**src/verilog/spy_pkg.sv**
```systemverilog
package spy_pkg;

	localparam int SPY_ADDR_W = 5;
	localparam int SPY_WORD_W = 16;
	localparam int PC_W = 14;
	localparam int OPC_DEPTH = 8;
	localparam int OPC_PTR_W = $clog2(OPC_DEPTH);

	localparam logic [SPY_WORD_W-1:0] SPY_IDLE = 16'hffff; // bus floats high when not reading

	// read addresses, contiguous from zero
	localparam logic [SPY_ADDR_W-1:0] SPY_A_IRH = 5'd0;
	localparam logic [SPY_ADDR_W-1:0] SPY_A_IRM = 5'd1;
	localparam logic [SPY_ADDR_W-1:0] SPY_A_IRL = 5'd2;
	localparam logic [SPY_ADDR_W-1:0] SPY_A_OBH = 5'd3; // captured at state write
	localparam logic [SPY_ADDR_W-1:0] SPY_A_OBL = 5'd4;
	localparam logic [SPY_ADDR_W-1:0] SPY_A_OBH_NOW = 5'd5; // live
	localparam logic [SPY_ADDR_W-1:0] SPY_A_OBL_NOW = 5'd6;
	localparam logic [SPY_ADDR_W-1:0] SPY_A_DISK = 5'd7;
	localparam logic [SPY_ADDR_W-1:0] SPY_A_BD = 5'd8;
	localparam logic [SPY_ADDR_W-1:0] SPY_A_AH = 5'd9;
	localparam logic [SPY_ADDR_W-1:0] SPY_A_AL = 5'd10;
	localparam logic [SPY_ADDR_W-1:0] SPY_A_MH = 5'd11;
	localparam logic [SPY_ADDR_W-1:0] SPY_A_ML = 5'd12;
	localparam logic [SPY_ADDR_W-1:0] SPY_A_MDH = 5'd13;
	localparam logic [SPY_ADDR_W-1:0] SPY_A_MDL = 5'd14;
	localparam logic [SPY_ADDR_W-1:0] SPY_A_VMAH = 5'd15;
	localparam logic [SPY_ADDR_W-1:0] SPY_A_VMAL = 5'd16;
	localparam logic [SPY_ADDR_W-1:0] SPY_A_FLAG2 = 5'd17;
	localparam logic [SPY_ADDR_W-1:0] SPY_A_OPC = 5'd18;
	localparam logic [SPY_ADDR_W-1:0] SPY_A_FLAG1 = 5'd19;
	localparam logic [SPY_ADDR_W-1:0] SPY_A_PC = 5'd20;
	localparam logic [SPY_ADDR_W-1:0] SPY_A_SCRATCH = 5'd21;

	localparam int SPY_NSEL = 22; // number of readable words

	// write only
	localparam logic [SPY_ADDR_W-1:0] SPY_A_MODE = 5'd22;

	// bits of the mode word
	localparam int MODE_RUN = 0;
	localparam int MODE_STEP = 1;
	localparam int MODE_PROMDIS = 2;

endpackage

```
**src/verilog/spy_decode.sv**
```systemverilog
`timescale 1ns/1ps

module spy_decode (
	input  logic clk,
	input  logic reset,
	input  logic [spy_pkg::SPY_ADDR_W-1:0] spy_addr,
	input  logic spy_rd,
	input  logic spy_wr,
	input  logic [spy_pkg::SPY_WORD_W-1:0] spy_wdata,
	output logic sel_irh, sel_irm, sel_irl,
	output logic sel_obh, sel_obl, sel_obh_now, sel_obl_now,
	output logic sel_disk, sel_bd,
	output logic sel_ah, sel_al, sel_mh, sel_ml,
	output logic sel_mdh, sel_mdl, sel_vmah, sel_vmal,
	output logic sel_flag2, sel_opc, sel_flag1, sel_pc, sel_scratch,
	output logic dbread,
	output logic opc_adv,
	output logic scratch_wr,
	output logic mode_wr,
	output logic [spy_pkg::SPY_WORD_W-1:0] wdata_q
);

	logic [spy_pkg::SPY_NSEL-1:0] sel_next;
	logic [spy_pkg::SPY_NSEL-1:0] sel_q;

	// codes are contiguous, so the address is the bit index
	always_comb begin
		sel_next = '0;
		if (spy_rd && spy_addr <= spy_pkg::SPY_A_SCRATCH)
			sel_next[spy_addr] = 1'b1; // out of range leaves all clear, reads idle
	end

	always_ff @(posedge clk) begin
		if (reset) begin
			sel_q <= '0;
			dbread <= 1'b0;
			scratch_wr <= 1'b0;
			mode_wr <= 1'b0;
			wdata_q <= '0;
		end else begin
			sel_q <= sel_next; // only one cycle wide, like dbread
			dbread <= spy_rd;
			scratch_wr <= spy_wr && spy_addr == spy_pkg::SPY_A_SCRATCH;
			mode_wr <= spy_wr && spy_addr == spy_pkg::SPY_A_MODE;
			if (spy_wr)
				wdata_q <= spy_wdata;
		end
	end

	assign sel_irh = sel_q[spy_pkg::SPY_A_IRH];
	assign sel_irm = sel_q[spy_pkg::SPY_A_IRM];
	assign sel_irl = sel_q[spy_pkg::SPY_A_IRL];
	assign sel_obh = sel_q[spy_pkg::SPY_A_OBH];
	assign sel_obl = sel_q[spy_pkg::SPY_A_OBL];
	assign sel_obh_now = sel_q[spy_pkg::SPY_A_OBH_NOW];
	assign sel_obl_now = sel_q[spy_pkg::SPY_A_OBL_NOW];
	assign sel_disk = sel_q[spy_pkg::SPY_A_DISK];
	assign sel_bd = sel_q[spy_pkg::SPY_A_BD];
	assign sel_ah = sel_q[spy_pkg::SPY_A_AH];
	assign sel_al = sel_q[spy_pkg::SPY_A_AL];
	assign sel_mh = sel_q[spy_pkg::SPY_A_MH];
	assign sel_ml = sel_q[spy_pkg::SPY_A_ML];
	assign sel_mdh = sel_q[spy_pkg::SPY_A_MDH];
	assign sel_mdl = sel_q[spy_pkg::SPY_A_MDL];
	assign sel_vmah = sel_q[spy_pkg::SPY_A_VMAH];
	assign sel_vmal = sel_q[spy_pkg::SPY_A_VMAL];
	assign sel_flag2 = sel_q[spy_pkg::SPY_A_FLAG2];
	assign sel_opc = sel_q[spy_pkg::SPY_A_OPC];
	assign sel_flag1 = sel_q[spy_pkg::SPY_A_FLAG1];
	assign sel_pc = sel_q[spy_pkg::SPY_A_PC];
	assign sel_scratch = sel_q[spy_pkg::SPY_A_SCRATCH];

	assign opc_adv = sel_q[spy_pkg::SPY_A_OPC]; // step history once the word has been read

endmodule

```
**src/verilog/spy_control.sv**
```systemverilog
`timescale 1ns/1ps

module spy_control (
	input  logic clk,
	input  logic reset,
	input  logic scratch_wr,
	input  logic mode_wr,
	input  logic [spy_pkg::SPY_WORD_W-1:0] wdata_q,
	input  logic state_write,
	input  logic stat_halt,
	output logic [spy_pkg::SPY_WORD_W-1:0] scratch,
	output logic srun,
	output logic ssdone,
	output logic stathalt,
	output logic promdisable,
	output logic cpu_run,
	output logic cpu_step
);

	logic step_pend; // step issued, waiting for its state write

	always_ff @(posedge clk) begin
		if (reset)
			scratch <= '0;
		else if (scratch_wr)
			scratch <= wdata_q;
	end

	// run and halt status; a mode write overrides a halt in the same cycle
	always_ff @(posedge clk) begin
		if (reset) begin
			srun <= 1'b0;
			promdisable <= 1'b0;
			stathalt <= 1'b0;
		end else if (mode_wr) begin
			srun <= wdata_q[spy_pkg::MODE_RUN];
			promdisable <= wdata_q[spy_pkg::MODE_PROMDIS];
			stathalt <= 1'b0;
		end else if (stat_halt && srun) begin
			stathalt <= 1'b1;
			srun <= 1'b0; // halt stops the machine
		end
	end

	always_ff @(posedge clk) begin
		if (reset)
			cpu_step <= 1'b0;
		else
			cpu_step <= mode_wr && wdata_q[spy_pkg::MODE_STEP]; // single cycle pulse
	end

	// single step completion
	always_ff @(posedge clk) begin
		if (reset) begin
			step_pend <= 1'b0;
			ssdone <= 1'b0;
		end else if (mode_wr) begin
			step_pend <= 1'b0;
			ssdone <= 1'b0;
		end else if (cpu_step) begin
			step_pend <= 1'b1;
		end else if (step_pend && state_write) begin
			step_pend <= 1'b0;
			ssdone <= 1'b1;
		end
	end

	assign cpu_run = srun;

endmodule

```
**src/verilog/opc_history.sv**
```systemverilog
`timescale 1ns/1ps

module opc_history (
	input  logic clk,
	input  logic reset,
	input  logic state_write,
	input  logic [spy_pkg::PC_W-1:0] pc,
	input  logic opc_adv,
	output logic [spy_pkg::PC_W-1:0] opc
);

	logic [spy_pkg::PC_W-1:0] ring [spy_pkg::OPC_DEPTH];
	logic [spy_pkg::OPC_PTR_W-1:0] wr_ptr; // next slot to fill
	logic [spy_pkg::OPC_PTR_W-1:0] rd_ptr;

	always_ff @(posedge clk) begin
		if (state_write)
			ring[wr_ptr] <= pc;
	end

	always_ff @(posedge clk) begin
		if (reset)
			wr_ptr <= '0;
		else if (state_write)
			wr_ptr <= wr_ptr + 1'b1;
	end

	// a state write points the reader back at the newest entry
	always_ff @(posedge clk) begin
		if (reset)
			rd_ptr <= '0;
		else if (state_write)
			rd_ptr <= wr_ptr;
		else if (opc_adv)
			rd_ptr <= rd_ptr - 1'b1; // one older, wraps with the ring
	end

	assign opc = ring[rd_ptr];

endmodule

```
**src/verilog/spy_readout.sv**
```systemverilog
`timescale 1ns/1ps

module spy_readout (
	input  logic clk,
	input  logic reset,
	input  logic dbread,
	input  logic state_write,
	input  logic sel_irh, sel_irm, sel_irl,
	input  logic sel_obh, sel_obl, sel_obh_now, sel_obl_now,
	input  logic sel_disk, sel_bd,
	input  logic sel_ah, sel_al, sel_mh, sel_ml,
	input  logic sel_mdh, sel_mdl, sel_vmah, sel_vmal,
	input  logic sel_flag2, sel_opc, sel_flag1, sel_pc, sel_scratch,
	input  logic [48:0] ir,
	input  logic [31:0] ob,
	input  logic [31:0] md,
	input  logic [31:0] vma,
	input  logic [31:0] a,
	input  logic [31:0] m,
	input  logic [spy_pkg::PC_W-1:0] pc,
	input  logic [spy_pkg::PC_W-1:0] opc,
	input  logic [spy_pkg::SPY_WORD_W-1:0] scratch,
	input  logic [4:0] disk_state,
	input  logic [11:0] bd_state,
	input  logic wmap, destspc, iwrited, imod, pdlwrite, spush,
	input  logic nop, vmaok, jcond, pcs1, pcs0,
	input  logic waiting, boot, promdisable, stathalt, err, ssdone, srun,
	output logic [spy_pkg::SPY_WORD_W-1:0] spy_rdata
);

	logic [31:0] ob_last;
	logic [spy_pkg::SPY_WORD_W-1:0] flag1;
	logic [spy_pkg::SPY_WORD_W-1:0] flag2;
	logic [spy_pkg::SPY_WORD_W-1:0] spy_mux;

	// ob as it stood at the last state write
	always_ff @(posedge clk) begin
		if (reset)
			ob_last <= '0;
		else if (state_write)
			ob_last <= ob;
	end

	assign flag2 = {2'b00, wmap, destspc, iwrited, imod, pdlwrite, spush,
		2'b00, ir[48], nop, vmaok, jcond, pcs1, pcs0};

	assign flag1 = {waiting, 1'b0, boot, promdisable,
		stathalt, err, ssdone, srun, 8'h00};

	always_comb begin
		if (sel_irh)
			spy_mux = ir[47:32];
		else if (sel_irm)
			spy_mux = ir[31:16];
		else if (sel_irl)
			spy_mux = ir[15:0];
		else if (sel_obh)
			spy_mux = ob_last[31:16];
		else if (sel_obl)
			spy_mux = ob_last[15:0];
		else if (sel_obh_now)
			spy_mux = ob[31:16];
		else if (sel_obl_now)
			spy_mux = ob[15:0];
		else if (sel_disk)
			spy_mux = {11'b0, disk_state};
		else if (sel_bd)
			spy_mux = {4'b0, bd_state};
		else if (sel_ah)
			spy_mux = a[31:16];
		else if (sel_al)
			spy_mux = a[15:0];
		else if (sel_mh)
			spy_mux = m[31:16];
		else if (sel_ml)
			spy_mux = m[15:0];
		else if (sel_mdh)
			spy_mux = md[31:16];
		else if (sel_mdl)
			spy_mux = md[15:0];
		else if (sel_vmah)
			spy_mux = vma[31:16];
		else if (sel_vmal)
			spy_mux = vma[15:0];
		else if (sel_flag2)
			spy_mux = flag2;
		else if (sel_opc)
			spy_mux = {2'b00, opc};
		else if (sel_flag1)
			spy_mux = flag1;
		else if (sel_pc)
			spy_mux = {2'b00, pc};
		else if (sel_scratch)
			spy_mux = scratch;
		else
			spy_mux = spy_pkg::SPY_IDLE; // unused address
	end

	assign spy_rdata = dbread ? spy_mux : spy_pkg::SPY_IDLE;

endmodule

```
**src/verilog/spy_port.sv**
```systemverilog
`timescale 1ns/1ps

module spy_port (
	input  logic clk,
	input  logic reset,
	// debug host
	input  logic [spy_pkg::SPY_ADDR_W-1:0] spy_addr,
	input  logic spy_rd,
	input  logic spy_wr,
	input  logic [spy_pkg::SPY_WORD_W-1:0] spy_wdata,
	output logic [spy_pkg::SPY_WORD_W-1:0] spy_rdata,
	output logic spy_rvalid,
	// processor state
	input  logic [48:0] ir,
	input  logic [31:0] ob,
	input  logic [31:0] md,
	input  logic [31:0] vma,
	input  logic [31:0] a,
	input  logic [31:0] m,
	input  logic [spy_pkg::PC_W-1:0] pc,
	input  logic [4:0] disk_state,
	input  logic [11:0] bd_state,
	input  logic state_write, waiting, boot, err, stat_halt,
	input  logic wmap, destspc, iwrited, imod, pdlwrite, spush,
	input  logic nop, vmaok, jcond, pcs1, pcs0,
	output logic cpu_run,
	output logic cpu_step,
	output logic promdisable
);

	logic sel_irh, sel_irm, sel_irl;
	logic sel_obh, sel_obl, sel_obh_now, sel_obl_now;
	logic sel_disk, sel_bd;
	logic sel_ah, sel_al, sel_mh, sel_ml;
	logic sel_mdh, sel_mdl, sel_vmah, sel_vmal;
	logic sel_flag2, sel_opc, sel_flag1, sel_pc, sel_scratch;
	logic dbread, opc_adv, scratch_wr, mode_wr;
	logic [spy_pkg::SPY_WORD_W-1:0] wdata_q;
	logic [spy_pkg::SPY_WORD_W-1:0] scratch;
	logic [spy_pkg::PC_W-1:0] opc;
	logic srun, ssdone, stathalt;

	spy_decode decode0 (
		.clk, .reset, .spy_addr, .spy_rd, .spy_wr, .spy_wdata,
		.sel_irh, .sel_irm, .sel_irl,
		.sel_obh, .sel_obl, .sel_obh_now, .sel_obl_now,
		.sel_disk, .sel_bd,
		.sel_ah, .sel_al, .sel_mh, .sel_ml,
		.sel_mdh, .sel_mdl, .sel_vmah, .sel_vmal,
		.sel_flag2, .sel_opc, .sel_flag1, .sel_pc, .sel_scratch,
		.dbread, .opc_adv, .scratch_wr, .mode_wr, .wdata_q
	);

	spy_control control0 (
		.clk, .reset, .scratch_wr, .mode_wr, .wdata_q, .state_write, .stat_halt,
		.scratch, .srun, .ssdone, .stathalt, .promdisable, .cpu_run, .cpu_step
	);

	opc_history history0 (
		.clk, .reset, .state_write, .pc, .opc_adv, .opc
	);

	spy_readout readout0 (
		.clk, .reset, .dbread, .state_write,
		.sel_irh, .sel_irm, .sel_irl,
		.sel_obh, .sel_obl, .sel_obh_now, .sel_obl_now,
		.sel_disk, .sel_bd,
		.sel_ah, .sel_al, .sel_mh, .sel_ml,
		.sel_mdh, .sel_mdl, .sel_vmah, .sel_vmal,
		.sel_flag2, .sel_opc, .sel_flag1, .sel_pc, .sel_scratch,
		.ir, .ob, .md, .vma, .a, .m, .pc, .opc, .scratch,
		.disk_state, .bd_state,
		.wmap, .destspc, .iwrited, .imod, .pdlwrite, .spush,
		.nop, .vmaok, .jcond, .pcs1, .pcs0,
		.waiting, .boot, .promdisable, .stathalt, .err, .ssdone, .srun,
		.spy_rdata
	);

	assign spy_rvalid = dbread; // read data lands one cycle after the strobe

endmodule

```
**config.mk**
```make
export PLATFORM = sky130hd
export DESIGN_NAME = spy_port
export DESIGN_NICKNAME = d
export VERILOG_FILES = /design/src/verilog/spy_pkg.sv /design/src/verilog/spy_decode.sv /design/src/verilog/spy_control.sv /design/src/verilog/opc_history.sv /design/src/verilog/spy_readout.sv /design/src/verilog/spy_port.sv
export SDC_FILE = /design/constraint.sdc
export NUM_CORES = 1
export LEC_CHECK = 0
export BUFFER_PORTS_ARGS = -buffer_cell sky130_fd_sc_hd__buf_2
export CAP_MARGIN = 20
export CORE_MARGIN = 4
export CORE_UTILIZATION = 45
export CTS_CLUSTER_DIAMETER = 200
export DETAILED_ROUTE_END_ITERATION = 7
export GPL_TIMING_DRIVEN = 0
export PLACE_DENSITY = 0.73
export SLEW_MARGIN = 10
export SYNTH_ARGS = -nofsm -noshare
export SYNTH_HDL_FRONTEND = slang
export SYNTH_HIERARCHICAL = 1
export SYNTH_SLANG_ARGS = --single-unit
```
**constraint.sdc**
```tcl
create_clock -name clk -period 3.3 [get_ports clk]
set_clock_uncertainty 0.05 [all_clocks]
set_input_delay 0.66 -clock clk [delete_from_list [all_inputs] [get_ports clk]]
set_output_delay 0.66 -clock clk [all_outputs]
set_load 0.05 [all_outputs]
```
==> flow_metrics.tcl <==
set metrics [dict create \
    status "finished, violations left" \
    violations "negative setup slack" \
    fmax_mhz 271 \
    ys_ff_latch 216 \
    multi_input_area_mm2 0.00575 \
    num_vias 11065 \
    fp.dieArea_mm2 0.0278 \
    synthFlopType "edfxtp_1" \
    yosys-top-cells-area "edfxtp_1, dfxtp_1, mux2i_1" \
    overflow 0 \
    grt_pass1_wl_um 71000 \
    crit_fanout 8 \
    crit_path_start_kind "flop" \
    avgSynthCellArea_um2 10.6 \
    yosys.area.top_type "edfxtp_1" \
    yosysTopAreaCellShare 0.297 \
    coreArea_mm2 0.0245 \
    dr.pass1.iters 7 \
    grt_use_total 0.341 \
    dp_hpwl_um 39100 \
    grt_pass1_vias 10728 \
    nets 1686 \
    placed_cell_area_mm2 0.0133 \
    postSynthCellCount 1072 \
    routed_wl_um 50200 \
    arrival_ns 2.98 \
    tightest_slew_ns 0.981 \
    postCtsHoldBufs 0 \
    async_flop_share 0 \
    fin_util 0.599 \
    netlist_area_mm2 0.0113 \
    drv_cap 0 \
    synth_edf_count 112 \
    period_share 1.12 \
    hold_viol 0 \
    regToRegSetupSlack_ns 1.45 \
    cts-root-buf "clkbuf_16" \
    setup_viol 15 \
    io_pins 301 \
    power_w 0.00624 \
    drive_gt1_frac 0.369 \
    register_area_mm2 0.00546 \
    grt_max_degree 20 \
    critical_path_class "reg -> out" \
    die_w_um 167 \
    post-route-min-period_ns 3.69 \
    maxSlewViolCount 0 \
    remaining_drc_errors 0 \
    cts_tree "built" \
    cts_buffers 23 \
    leakagePower_nw 5.76 \
    ir_worst_vdd_uv 595 \
    final_cell_mix "buf_2, edfxtp_1, nor2_1" \
    vias_per_cell 6.34 \
    dpl.cell_count 1698 \
    critPathRequiredTime_ns 2.59 \
    yosysUniqueCellTypes 77 \
    hold_slack_ns 0.340 \
    rows 57 \
    die_h_um 167 \
    antenna_found_initial 6 \
    layout_commonest_cell "buf_2" \
    worstSetupEndpointType "output pin" \
    ys.warnings.count 6 \
    clock_sinks 216 \
    drtIter0Drc 1672 \
    clk_latency_ns 0.51 \
    finalNonFillerCells 1746 \
    clockBufferDepth 3 \
    htree_levels 1 \
    clk_pin_slew_ns 0.06 \
    start_util 0.461 \
    worst_slack_ns -0.387 \
    wl_per_cell_um 28.7 \
    slew_headroom 0.345 \
    hold_class "in -> reg" \
    ant_nets 0 \
    design_area_mm2 0.0147 \
    area_delta_synth_final_pct 29.9 \
    fillers 2121 \
    seq_area_frac_synth 0.481 \
    syn_nets 1355 \
    cellPowerDensity_mw_per_mm2 424 \
    place_congestion 1.03 \
    port_buffers 299 \
    rsz0062_at_grt "true" \
]
[synthesized netlist by cell type (all sizes together) (6+ instances only)]
cell type,number
edfxtp,112
nor2,110
dfxtp,104
nand2,73
mux2i,66
clkbuf,53
a21oi,51
nor2b,42
o21ai,42
inv,38
buf,29
mux4,28
a22oi,25
o22ai,24
a221oi,20
nand2b,19
nor3,19
o221ai,19
a211oi,15
nor3b,15
o211ai,15
mux2,14
nor4,11
a221o,10
nand3,10
a2111oi,7
a211o,7
or4,7
a311oi,6
a31oi,6
nand3b,6
o21a,6
[metal layers]
layer	track usage	routed length (um)	vias up
met1	0.460	19500	5354
met5	0	42	-
met2	0.540	22900	783
met3	0.0875	5770	152
met4	0.112	1980	6
li1	-	-	4770
[report_power, final]
group / switching, W / internal [W]
clock: 0.00105 / 0.00149
combinational: 0.000418 / 0.000346
sequential: 0.0000427 / 0.00289
total: 0.00151 / 0.00473
[cells by family (layout without fill, tap and decap cells)]
kind of cell               after synthesis  after routing  share of synthesized area
and+or+nand+nor                        339            339                      0.153
other                                    0              2                          0
DFF                                    216            216                      0.481
AOI/OAI and AO/OA                      283            283                      0.179
buffers and inverters                  121            469                     0.0452
muxes                                  108            108                      0.136
xor gates and xnor gates                 3              3                    0.00232
adders and majority gates                2              2                    0.00221
[worst paths after layout]
| check | startpoint | to | depth (start not counted) |
|---|---|---|---|
| min reg2reg | decode0/wdata_q[1] | control0/cpu_step | 2 |
| max | flop | spy_rdata[9] | 9 |
| min | spy_wdata[9] | decode0/wdata_q[9] | 3 |
| max reg2reg | history0/wr_ptr[0] | history0/ring[6][1] | 2 |
[registers in the layout, summed over array words and instances (netlist names), 3 cells and up, named ones only]
signal	cells
history0/ring	112
readout0/ob_last	32
decode0/sel_q	22
control0/scratch	16
decode0/wdata_q	16
history0/rd_ptr	3
history0/wr_ptr	3
[through the flow]
step | setup TNS (ns) | worst slack [ns]
floorplan | 0 | 0.206
global placement | -12.52 | -0.569
CTS | -5.85 | -0.434
global route | -4.93 | -0.417
finish | -4.27 | -0.387
detailed placement | -4.65 | -0.550
[final cells by class]
type                            instances  area share
Clock inverter                         13     0.00851
Tap cell                              324      0.0276
Sequential cell                       216       0.372
Inverter                               39     0.00996
Multi-Input combinational cell        735       0.391
Buffer                                 75      0.0317
Timing Repair Buffer                  313       0.117
Clock buffer                           29      0.0420
Antenna cell                            2    0.000340
[critical path: stages (launching register included)]
cell and delay (ns):
dfxtp_2 0.34, buf_12 0.15, buf_12 0.14, mux4_2 0.50
mux2_4 0.30, o22ai_2 0.14, a311oi_2 0.09, o211ai_1 0.49
a2bb2oi_2 0.15, buf_6 0.18
[what timing repair did]
action	4_1_cts	5_1_grt
pin swaps	27	45
buffers inserted	8	3
endpoints found under the setup margin	16	16
resized for setup	103	133
cloned	2	0
hold endpoints to repair	0	0
Note: power is estimated with default switching activity, not from simulation.
